<file path="src/leaf_pkg.sv">
`default_nettype none

package leaf_pkg;

    localparam int PAYLOAD_BITS = 32;
    localparam int LEAF_BITS    = 5;
    localparam int PORT_BITS    = 4;
    localparam int ADDR_BITS    = 7;

    // Address of this leaf in the tree.
    localparam logic [LEAF_BITS-1:0] LEAF_ID = 5'd5;

    // The dest_port field of an incoming packet tells its kind.
    typedef enum logic [PORT_BITS-1:0] {
        CONFIG_PORT = 4'd0,
        DATA_PORT   = 4'd1
    } packet_kind_t;

    typedef struct packed {
        logic                    valid;
        logic [LEAF_BITS-1:0]    dest_leaf;
        logic [PORT_BITS-1:0]    dest_port;
        logic [ADDR_BITS-1:0]    addr;
        logic [PAYLOAD_BITS-1:0] payload;
    } leaf_packet_t;

    // Destination of one output port, as written by a configuration packet.
    typedef struct packed {
        logic [LEAF_BITS-1:0] dest_leaf;
        logic [PORT_BITS-1:0] dest_port;
    } route_entry_t;

    typedef enum logic [1:0] {
        ST_IDLE,
        ST_RESET_USER,
        ST_RUN
    } start_state_t;

endpackage

`default_nettype wire

</file>
<file path="src/leaf_rx.sv">
`timescale 1ns/1ps
`default_nettype none

module leaf_rx import leaf_pkg::*; #(
    parameter int FIFO_DEPTH = 4
) (
    input  logic                    clk,
    input  logic                    rst_n,
    input  leaf_packet_t            din_leaf_bft2interface,
    input  logic                    ack_from_user,
    output logic [PAYLOAD_BITS-1:0] word_to_user,
    output logic                    vld_to_user,
    output logic                    cfg_we,
    output logic [2:0]              cfg_index,
    output route_entry_t            cfg_entry
);

    localparam int PTR_W = (FIFO_DEPTH > 1) ? $clog2(FIFO_DEPTH) : 1;
    localparam int CNT_W = $clog2(FIFO_DEPTH + 1);

    logic [PAYLOAD_BITS-1:0] mem [FIFO_DEPTH];
    logic [PTR_W-1:0]        wr_ptr;
    logic [PTR_W-1:0]        rd_ptr;
    logic [CNT_W-1:0]        count;
    logic                    for_us;
    logic                    is_cfg;
    logic                    is_data;
    logic                    fifo_full;
    logic                    push;
    logic                    pop;

    assign for_us = din_leaf_bft2interface.valid &&
                    (din_leaf_bft2interface.dest_leaf == LEAF_ID);

    // Only the low three address bits can name a port; wider addresses are dropped here.
    assign is_cfg = for_us && (din_leaf_bft2interface.dest_port == CONFIG_PORT) &&
                    (din_leaf_bft2interface.addr[ADDR_BITS-1:3] == '0);
    assign is_data = for_us && (din_leaf_bft2interface.dest_port == DATA_PORT);

    assign fifo_full = (count == CNT_W'(FIFO_DEPTH));
    assign push      = is_data && !fifo_full;
    assign pop       = ack_from_user && vld_to_user;

    assign vld_to_user  = (count != '0);
    assign word_to_user = mem[rd_ptr];

    always_ff @(posedge clk) begin
        if (!rst_n) begin
            wr_ptr <= '0;
            rd_ptr <= '0;
            count  <= '0;
        end else begin
            if (push) begin
                wr_ptr <= (wr_ptr == PTR_W'(FIFO_DEPTH - 1)) ? '0 : wr_ptr + 1'b1;
            end
            if (pop) begin
                rd_ptr <= (rd_ptr == PTR_W'(FIFO_DEPTH - 1)) ? '0 : rd_ptr + 1'b1;
            end
            case ({push, pop})
                2'b10:   count <= count + 1'b1;
                2'b01:   count <= count - 1'b1;
                default: count <= count;
            endcase
        end
    end

    always_ff @(posedge clk) begin
        if (push) begin
            mem[wr_ptr] <= din_leaf_bft2interface.payload;
        end
    end

    always_ff @(posedge clk) begin
        if (!rst_n) begin
            cfg_we <= 1'b0;
        end else begin
            cfg_we <= is_cfg;
        end
    end

    // The route entry sits in the low payload bits, leaf above port.
    always_ff @(posedge clk) begin
        if (is_cfg) begin
            cfg_index <= din_leaf_bft2interface.addr[2:0];
            cfg_entry <= route_entry_t'(din_leaf_bft2interface.payload[$bits(route_entry_t)-1:0]);
        end
    end

endmodule

`default_nettype wire

</file>
<file path="src/leaf_route_table.sv">
`timescale 1ns/1ps
`default_nettype none

module leaf_route_table import leaf_pkg::*; #(
    parameter int NUM_OUT_PORTS = 5
) (
    input  logic                             clk,
    input  logic                             rst_n,
    input  logic                             cfg_we,
    input  logic [2:0]                       cfg_index,
    input  route_entry_t                     cfg_entry,
    output route_entry_t [NUM_OUT_PORTS-1:0] routes
);

    logic index_ok;

    assign index_ok = (int'(cfg_index) < NUM_OUT_PORTS);

    // Every port points at leaf 0, port 0 until it is configured.
    always_ff @(posedge clk) begin
        if (!rst_n) begin
            routes <= '0;
        end else if (cfg_we && index_ok) begin
            routes[cfg_index] <= cfg_entry;
        end
    end

endmodule

`default_nettype wire

</file>
<file path="src/leaf_tx.sv">
`timescale 1ns/1ps
`default_nettype none

module leaf_tx import leaf_pkg::*; #(
    parameter int NUM_OUT_PORTS = 5,
    parameter int FIFO_DEPTH    = 4
) (
    input  logic                             clk,
    input  logic                             rst_n,
    input  logic [PAYLOAD_BITS-1:0]          word_from_user,
    input  logic [NUM_OUT_PORTS-1:0]         vld_from_user,
    input  route_entry_t [NUM_OUT_PORTS-1:0] routes,
    output logic [NUM_OUT_PORTS-1:0]         ack_to_user,
    output leaf_packet_t                     dout
);

    localparam int PTR_W = (FIFO_DEPTH > 1) ? $clog2(FIFO_DEPTH) : 1;
    localparam int CNT_W = $clog2(FIFO_DEPTH + 1);
    localparam int IDX_W = (NUM_OUT_PORTS > 1) ? $clog2(NUM_OUT_PORTS) : 1;

    logic [NUM_OUT_PORTS-1:0]                   nonempty;
    logic [NUM_OUT_PORTS-1:0][PAYLOAD_BITS-1:0] head;
    logic                                       grant_any;
    logic [IDX_W-1:0]                           grant_idx;
    logic [IDX_W-1:0]                           rr_ptr;

    logic                    out_valid;
    route_entry_t            out_route;
    logic [ADDR_BITS-1:0]    out_addr;
    logic [PAYLOAD_BITS-1:0] out_payload;

    for (genvar i = 0; i < NUM_OUT_PORTS; i++) begin : g_port
        logic [PAYLOAD_BITS-1:0] mem [FIFO_DEPTH];
        logic [PTR_W-1:0]        wr_ptr;
        logic [PTR_W-1:0]        rd_ptr;
        logic [CNT_W-1:0]        count;
        logic                    push;
        logic                    pop;

        // The kernel holds its word until this ack, so a full FIFO stalls it.
        assign push           = vld_from_user[i] && (count != CNT_W'(FIFO_DEPTH));
        assign pop            = grant_any && (grant_idx == IDX_W'(i));
        assign ack_to_user[i] = push;
        assign nonempty[i]    = (count != '0);
        assign head[i]        = mem[rd_ptr];

        always_ff @(posedge clk) begin
            if (!rst_n) begin
                wr_ptr <= '0;
                rd_ptr <= '0;
                count  <= '0;
            end else begin
                if (push) begin
                    wr_ptr <= (wr_ptr == PTR_W'(FIFO_DEPTH - 1)) ? '0 : wr_ptr + 1'b1;
                end
                if (pop) begin
                    rd_ptr <= (rd_ptr == PTR_W'(FIFO_DEPTH - 1)) ? '0 : rd_ptr + 1'b1;
                end
                case ({push, pop})
                    2'b10:   count <= count + 1'b1;
                    2'b01:   count <= count - 1'b1;
                    default: count <= count;
                endcase
            end
        end

        always_ff @(posedge clk) begin
            if (push) begin
                mem[wr_ptr] <= word_from_user;
            end
        end
    end

    // Search starts at rr_ptr and wraps, so the first non-empty port from there wins.
    always_comb begin
        int cand;
        grant_any = 1'b0;
        grant_idx = '0;
        for (int k = 0; k < NUM_OUT_PORTS; k++) begin
            cand = int'(rr_ptr) + k;
            if (cand >= NUM_OUT_PORTS) begin
                cand = cand - NUM_OUT_PORTS;
            end
            if (!grant_any && nonempty[cand]) begin
                grant_any = 1'b1;
                grant_idx = IDX_W'(cand);
            end
        end
    end

    always_ff @(posedge clk) begin
        if (!rst_n) begin
            rr_ptr    <= '0;
            out_valid <= 1'b0;
        end else begin
            if (grant_any) begin
                rr_ptr <= (grant_idx == IDX_W'(NUM_OUT_PORTS - 1)) ? '0 : grant_idx + 1'b1;
            end
            out_valid <= grant_any;
        end
    end

    // Ports are numbered from 1 on the network side.
    always_ff @(posedge clk) begin
        if (grant_any) begin
            out_route   <= routes[grant_idx];
            out_addr    <= ADDR_BITS'(grant_idx) + ADDR_BITS'(1);
            out_payload <= head[grant_idx];
        end
    end

    assign dout = '{
        valid:     out_valid,
        dest_leaf: out_route.dest_leaf,
        dest_port: out_route.dest_port,
        addr:      out_addr,
        payload:   out_payload
    };

endmodule

`default_nettype wire

</file>
<file path="src/leaf_interface.sv">
`timescale 1ns/1ps
`default_nettype none

module leaf_interface import leaf_pkg::*; #(
    parameter int NUM_OUT_PORTS = 5,
    parameter int FIFO_DEPTH    = 4
) (
    input  logic                     clk,
    input  logic                     rst_n,
    input  leaf_packet_t             din_leaf_bft2interface,
    input  logic                     ap_start,
    input  logic                     ack_from_user,
    input  logic [PAYLOAD_BITS-1:0]  word_from_user,
    input  logic [NUM_OUT_PORTS-1:0] vld_from_user,
    output leaf_packet_t             dout_leaf_interface2bft,
    output logic                     user_rst_n,
    output logic [PAYLOAD_BITS-1:0]  word_to_user,
    output logic                     vld_to_user,
    output logic [NUM_OUT_PORTS-1:0] ack_to_user
);

    localparam int USER_RESET_CYCLES = 4;

    logic                             cfg_we;
    logic [2:0]                       cfg_index;
    route_entry_t                     cfg_entry;
    route_entry_t [NUM_OUT_PORTS-1:0] routes;

    start_state_t state_q;
    logic [1:0]   hold_cnt;

    leaf_rx #(
        .FIFO_DEPTH (FIFO_DEPTH)
    ) u_rx (
        .clk                    (clk),
        .rst_n                  (rst_n),
        .din_leaf_bft2interface (din_leaf_bft2interface),
        .ack_from_user          (ack_from_user),
        .word_to_user           (word_to_user),
        .vld_to_user            (vld_to_user),
        .cfg_we                 (cfg_we),
        .cfg_index              (cfg_index),
        .cfg_entry              (cfg_entry)
    );

    leaf_route_table #(
        .NUM_OUT_PORTS (NUM_OUT_PORTS)
    ) u_route_table (
        .clk       (clk),
        .rst_n     (rst_n),
        .cfg_we    (cfg_we),
        .cfg_index (cfg_index),
        .cfg_entry (cfg_entry),
        .routes    (routes)
    );

    leaf_tx #(
        .NUM_OUT_PORTS (NUM_OUT_PORTS),
        .FIFO_DEPTH    (FIFO_DEPTH)
    ) u_tx (
        .clk            (clk),
        .rst_n          (rst_n),
        .word_from_user (word_from_user),
        .vld_from_user  (vld_from_user),
        .routes         (routes),
        .ack_to_user    (ack_to_user),
        .dout           (dout_leaf_interface2bft)
    );

    // The kernel stays in reset until ap_start, then gets a few clean reset cycles.
    always_ff @(posedge clk) begin
        if (!rst_n) begin
            state_q  <= ST_IDLE;
            hold_cnt <= '0;
        end else begin
            case (state_q)
                ST_IDLE: begin
                    hold_cnt <= '0;
                    if (ap_start) begin
                        state_q <= ST_RESET_USER;
                    end
                end
                ST_RESET_USER: begin
                    hold_cnt <= hold_cnt + 1'b1;
                    if (hold_cnt == 2'(USER_RESET_CYCLES - 1)) begin
                        state_q <= ST_RUN;
                    end
                end
                ST_RUN: begin
                    state_q <= ST_RUN;
                end
                default: begin
                    state_q <= ST_IDLE;
                end
            endcase
        end
    end

    assign user_rst_n = (state_q == ST_RUN);

endmodule

`default_nettype wire

</file>
<file path="src/user_kernel.sv">
`timescale 1ns/1ps
`default_nettype none

module user_kernel import leaf_pkg::*; #(
    parameter int NUM_OUT_PORTS = 5
) (
    input  logic                     clk,
    input  logic                     user_rst_n,
    input  logic [PAYLOAD_BITS-1:0]  word_to_user,
    input  logic                     vld_to_user,
    input  logic [NUM_OUT_PORTS-1:0] ack_to_user,
    output logic                     ack_from_user,
    output logic [PAYLOAD_BITS-1:0]  word_from_user,
    output logic [NUM_OUT_PORTS-1:0] vld_from_user
);

    logic                     live_q;
    logic                     pending;
    logic [NUM_OUT_PORTS-1:0] target;
    logic [NUM_OUT_PORTS-1:0] vld_q;
    logic [PAYLOAD_BITS-1:0]  word_q;

    assign pending = |vld_q;

    // Low three bits pick the port; anything out of range goes to the last port.
    always_comb begin
        target = '0;
        if (int'(word_to_user[2:0]) < NUM_OUT_PORTS) begin
            target[word_to_user[2:0]] = 1'b1;
        end else begin
            target[NUM_OUT_PORTS-1] = 1'b1;
        end
    end

    assign ack_from_user = vld_to_user && live_q && !pending;

    always_ff @(posedge clk) begin
        if (!user_rst_n) begin
            live_q <= 1'b0;
            vld_q  <= '0;
        end else begin
            live_q <= 1'b1;
            if (ack_from_user) begin
                vld_q <= target;
            end else if (|(vld_q & ack_to_user)) begin
                vld_q <= '0;
            end
        end
    end

    always_ff @(posedge clk) begin
        if (ack_from_user) begin
            word_q <= word_to_user;
        end
    end

    assign word_from_user = word_q;
    assign vld_from_user  = vld_q;

endmodule

`default_nettype wire

</file>
<file path="src/leaf_wrapper.sv">
`timescale 1ns/1ps
`default_nettype none

module leaf_wrapper import leaf_pkg::*; #(
    parameter int NUM_OUT_PORTS = 5,
    parameter int FIFO_DEPTH    = 4
) (
    input  logic         clk,
    input  logic         rst_n,
    input  leaf_packet_t din_leaf_bft2interface,
    input  logic         resend,
    input  logic         ap_start,
    output leaf_packet_t dout_leaf_interface2bft
);

    leaf_packet_t             dout_tmp;
    logic                     user_rst_n;
    logic [PAYLOAD_BITS-1:0]  word_to_user;
    logic                     vld_to_user;
    logic                     ack_from_user;
    logic [PAYLOAD_BITS-1:0]  word_from_user;
    logic [NUM_OUT_PORTS-1:0] vld_from_user;
    logic [NUM_OUT_PORTS-1:0] ack_to_user;

    // Packets leaving during a resend window are lost.
    assign dout_leaf_interface2bft = resend ? '0 : dout_tmp;

    leaf_interface #(
        .NUM_OUT_PORTS (NUM_OUT_PORTS),
        .FIFO_DEPTH    (FIFO_DEPTH)
    ) u_leaf_interface (
        .clk                     (clk),
        .rst_n                   (rst_n),
        .din_leaf_bft2interface  (din_leaf_bft2interface),
        .ap_start                (ap_start),
        .ack_from_user           (ack_from_user),
        .word_from_user          (word_from_user),
        .vld_from_user           (vld_from_user),
        .dout_leaf_interface2bft (dout_tmp),
        .user_rst_n              (user_rst_n),
        .word_to_user            (word_to_user),
        .vld_to_user             (vld_to_user),
        .ack_to_user             (ack_to_user)
    );

    user_kernel #(
        .NUM_OUT_PORTS (NUM_OUT_PORTS)
    ) u_user_kernel (
        .clk            (clk),
        .user_rst_n     (user_rst_n),
        .word_to_user   (word_to_user),
        .vld_to_user    (vld_to_user),
        .ack_to_user    (ack_to_user),
        .ack_from_user  (ack_from_user),
        .word_from_user (word_from_user),
        .vld_from_user  (vld_from_user)
    );

endmodule

`default_nettype wire

</file>
<file path="config.mk">
export PLATFORM = sky130hd
export DESIGN_NAME = leaf_wrapper
export DESIGN_NICKNAME = d
export VERILOG_FILES = /design/src/leaf_pkg.sv /design/src/leaf_rx.sv /design/src/leaf_route_table.sv /design/src/leaf_tx.sv /design/src/leaf_interface.sv /design/src/user_kernel.sv /design/src/leaf_wrapper.sv
export SDC_FILE = /design/constraint.sdc
export NUM_CORES = 1
export LEC_CHECK = 0
export BUFFER_PORTS_ARGS = -buffer_cell sky130_fd_sc_hd__buf_2
export CAP_MARGIN = 0
export CORE_UTILIZATION = 50
export CTS_CLUSTER_SIZE = 8
export DETAILED_ROUTE_END_ITERATION = 6
export PLACE_DENSITY = 0.77
export SETUP_SLACK_MARGIN = 0.05
export SYNTH_ARGS = -nofsm -noshare
export SYNTH_HDL_FRONTEND = slang
export SYNTH_SLANG_ARGS = --single-unit
</file>
<file path="constraint.sdc">
create_clock -name clk -period 8.4 [get_ports clk]
set_clock_uncertainty 0.05 [all_clocks]
set_input_delay 1.26 -clock clk [delete_from_list [all_inputs] [get_ports clk]]
set_output_delay 1.26 -clock clk [all_outputs]
set_load 0.02 [all_outputs]
</file>
==> results_dict.tcl <==
set metrics [dict create \
    status "finished clean" \
    synth.area.top_cells "edfxtp_1, mux4_2, dfxtp_1" \
    synth_cells 2081 \
    portBuffers 98 \
    grt_pass1_vias 21300 \
    end_kind "register" \
    period_share_pct 77.7 \
    cts_tree "done" \
    synthSimpleGateAreaFrac_pct 5.06 \
    synth_top_family_by_area "multiplexers" \
    first_iter_violations 2182 \
    synth_flop_cell "edfxtp_1" \
    yosysWarnings 0 \
    tightest_slew_ps 1250 \
    crit_required_ps 9010 \
    route.detailed.drc 0 \
    crit_path_max_fanout 46 \
    synth_area_mm2 0.0386 \
    grt_max_degree 64 \
    grt_use_total_pct 23.7 \
    max_freq_mhz 153 \
    yosysSeqAreaShare_pct 72.7 \
    ant_nets 0 \
    synth-xor-area-share_pct 0.409 \
    ctsHoldBuffers 0 \
    synthToLayoutAreaGrowth_pct 14.4 \
    ys_ff_latch 971 \
    coreArea_mm2 0.0761 \
    grt_pass1_wl_um 134000 \
    yosys.area.top_type_share_pct 66.7 \
    routed_wl_um 91100 \
    fillers 5456 \
    antenna_cells 0 \
    regArea_mm2 0.0280 \
    worstPathArrival_ps 7130 \
    r2r_slack_ps 1880 \
    pre_cts_ws_ps 2000 \
    die_h_um 280 \
    synth.distinct_cells 78 \
    firstDrtPassIters 6 \
    cellLeakagePower_nw 14.2 \
    p_per_area_mw_per_mm2 356 \
    multiInputGateArea_mm2 0.00988 \
    clock_path_buffers 3 \
    final-max-slew-violation-count 0 \
    antenna_found_initial 4 \
    setup-tns-final_ps 0 \
    cap_violations 0 \
    crit_path_start_kind "register" \
    path_class "register to register" \
    synth_fa_ha_area_share_pct 2.13 \
    via_per_inst 6.11 \
    hold_path_class "register to register" \
    yosysTopAreaCell "edfxtp_1" \
    synth.area.mux_share_pct 13.8 \
    hold_viol_final 0 \
    rsz0062_at_grt "false" \
    hold-worst-slack_ps 404 \
    fin_nets 2376 \
    place.gp.congestion 0.829 \
    setup_slack_ps 1880 \
    maxSlewHeadroom_pct 16.9 \
    synth-compound-area-share_pct 4.10 \
    post_cts_buffers 0 \
    boundaryPins 102 \
    path_clk_slew_ps 50 \
    cts_resized 0 \
    async_flop_share_pct 0 \
    hpwlAfterDp_um 47100 \
    clk_latency_ps 740 \
    ir_drop_mv 0.874 \
    final_layout_size_suffix_gt1_share_pct 24.6 \
    row_count 101 \
    fin_crit_ps 6520 \
    fin_util_pct 58.0 \
    wire_per_inst_um 27.2 \
    num_vias 20400 \
    synth_edf_count 857 \
    dieWidth_um 280 \
    initial_utilization_pct 50.7 \
    finalSetupViolations 0 \
    synth.avg_cell_area_um2 18.5 \
    clock_sinks 971 \
    cts_root_buf "clkbuf_16" \
    cts_buffers 140 \
    overflow 0 \
    h-tree-depth 4 \
    dieArea_mm2 0.0782 \
]
-- cell usage after synthesis, types with 5 or more instances --
cell / instances
dfxtp_1: 114
fa_1: 6
nor2b_1: 57
buf_2: 11
ha_1: 56
or3_1: 19
xnor2_1: 5
clkbuf_1: 63
nand2b_1: 5
o21ai_0: 16
nor4_1: 7
mux4_2: 192
a21oi_1: 85
and2_1: 11
nand4_1: 5
a21o_1: 5
edfxtp_1: 857
mux2i_1: 99
nor2_1: 41
buf_1: 7
xor2_1: 13
inv_1: 53
o221ai_2: 40
nand2_1: 175
and3_1: 23
buf_12: 6
nand3_1: 15
nor3_1: 16
-- state kept, by name (all words and copies together) (netlist names), 3 cells and up, named ones only --
signal / flops
u_leaf_interface.u_route_table.routes: 45
u_leaf_interface.u_rx.cfg_entry: 9
u_leaf_interface.u_rx.cfg_index: 3
u_leaf_interface.u_rx.count: 3
u_leaf_interface.u_rx.mem: 128
u_leaf_interface.u_tx.dout: 9
u_leaf_interface.u_tx.g_port.count: 15
u_leaf_interface.u_tx.g_port.mem: 640
u_leaf_interface.u_tx.g_port.rd_ptr: 10
u_leaf_interface.u_tx.g_port.wr_ptr: 10
u_leaf_interface.u_tx.out_addr: 4
u_leaf_interface.u_tx.out_payload: 32
u_leaf_interface.u_tx.rr_ptr: 3
u_user_kernel.vld_from_user: 5
u_user_kernel.word_from_user: 32
-- final cells by class --
cell class	count	area share, %
clock inverters	17	0.709
multi-input cells	963	22.4
repair buffers	129	1.64
clock buffers	178	8.31
flip-flops and latches	971	63.5
inverters	56	0.477
well taps	1030	2.92
-- where the power goes --
group | switching, mW | internal (mW) | total, mW
Clock | 2.04 | 3.09 | 5.13
Sequential | 0.152 | 5.63 | 5.78
Combinational | 3.10 | 1.71 | 4.80
Total | 5.29 | 10.4 | 15.7
-- stage by stage --
step,std cells,total power [mW],cell area [um^2]
floorplan,2084,9.41,38600
global placement,3149,10.5,40100
detailed placement,3149,10.6,40100
CTS,3344,15.8,44100
global route,3344,16.2,44100
finish,3344,15.7,44100
-- worst max-delay path: stages (launching register included) --
cell and delay (ps):
dfxtp_1 890, inv_2 300, ha_1 570, nand2b_1 230, o31ai_1 100, or4_4 550
a2111oi_4 480, nand2_2 190, a21o_1 240, nand2_4 770, ha_1 320, nand2_1 130
nor2_1 300, ha_1 260, inv_1 70, fa_1 370, xor2_1 150, or3_1 300
a21oi_1 150
-- per-layer routing --
layer  routed length, um  vias up  track usage [%]  share of wire [%]
li1                    -     8578                -                  -
met1               34600    10600             30.0                 38
met2               46500     1088             40.4                 51
met3                7310      214             4.95                8.0
met4                2690        2             8.48                3.0
met5                  13        -                0              0.014
-- logic make-up (layout without fill, tap and decap cells) --
group,Yosys count,after routing
compound gates,192,192
xor+xnor,18,18
fa+ha+maj,62,62
buf+inv,150,380
flops,971,971
mux,291,291
other cells,1,4
simple gates,396,396
-- cells in the final DEF, fill, tap and decap left out, drive strengths merged, types with 56 or more instances in the layout --
cell | Yosys | routed
a21oi | 86 | 86
buf | 29 | 129
clkbuf | 65 | 178
dfxtp | 114 | 114
edfxtp | 857 | 857
ha | 56 | 56
inv | 55 | 65
mux2i | 99 | 99
mux4 | 192 | 192
nand2 | 176 | 176
nor2b | 57 | 57
-- worst paths after layout --
check / startpoint / to / cells past startpoint
setup / recovery: u_leaf_interface.u_tx.rr_ptr[0] / u_leaf_interface.u_tx.g_port[0].count[2] / 18
hold reg to reg: u_leaf_interface.u_route_table.routes[31] / u_leaf_interface.u_route_table.routes[31] / 2
setup reg to reg: u_leaf_interface.u_tx.rr_ptr[0] / u_leaf_interface.u_tx.g_port[0].count[2] / 18
hold / removal: u_leaf_interface.u_route_table.routes[31] / u_leaf_interface.u_route_table.routes[31] / 2
Power figures use the tool's default switching activity.
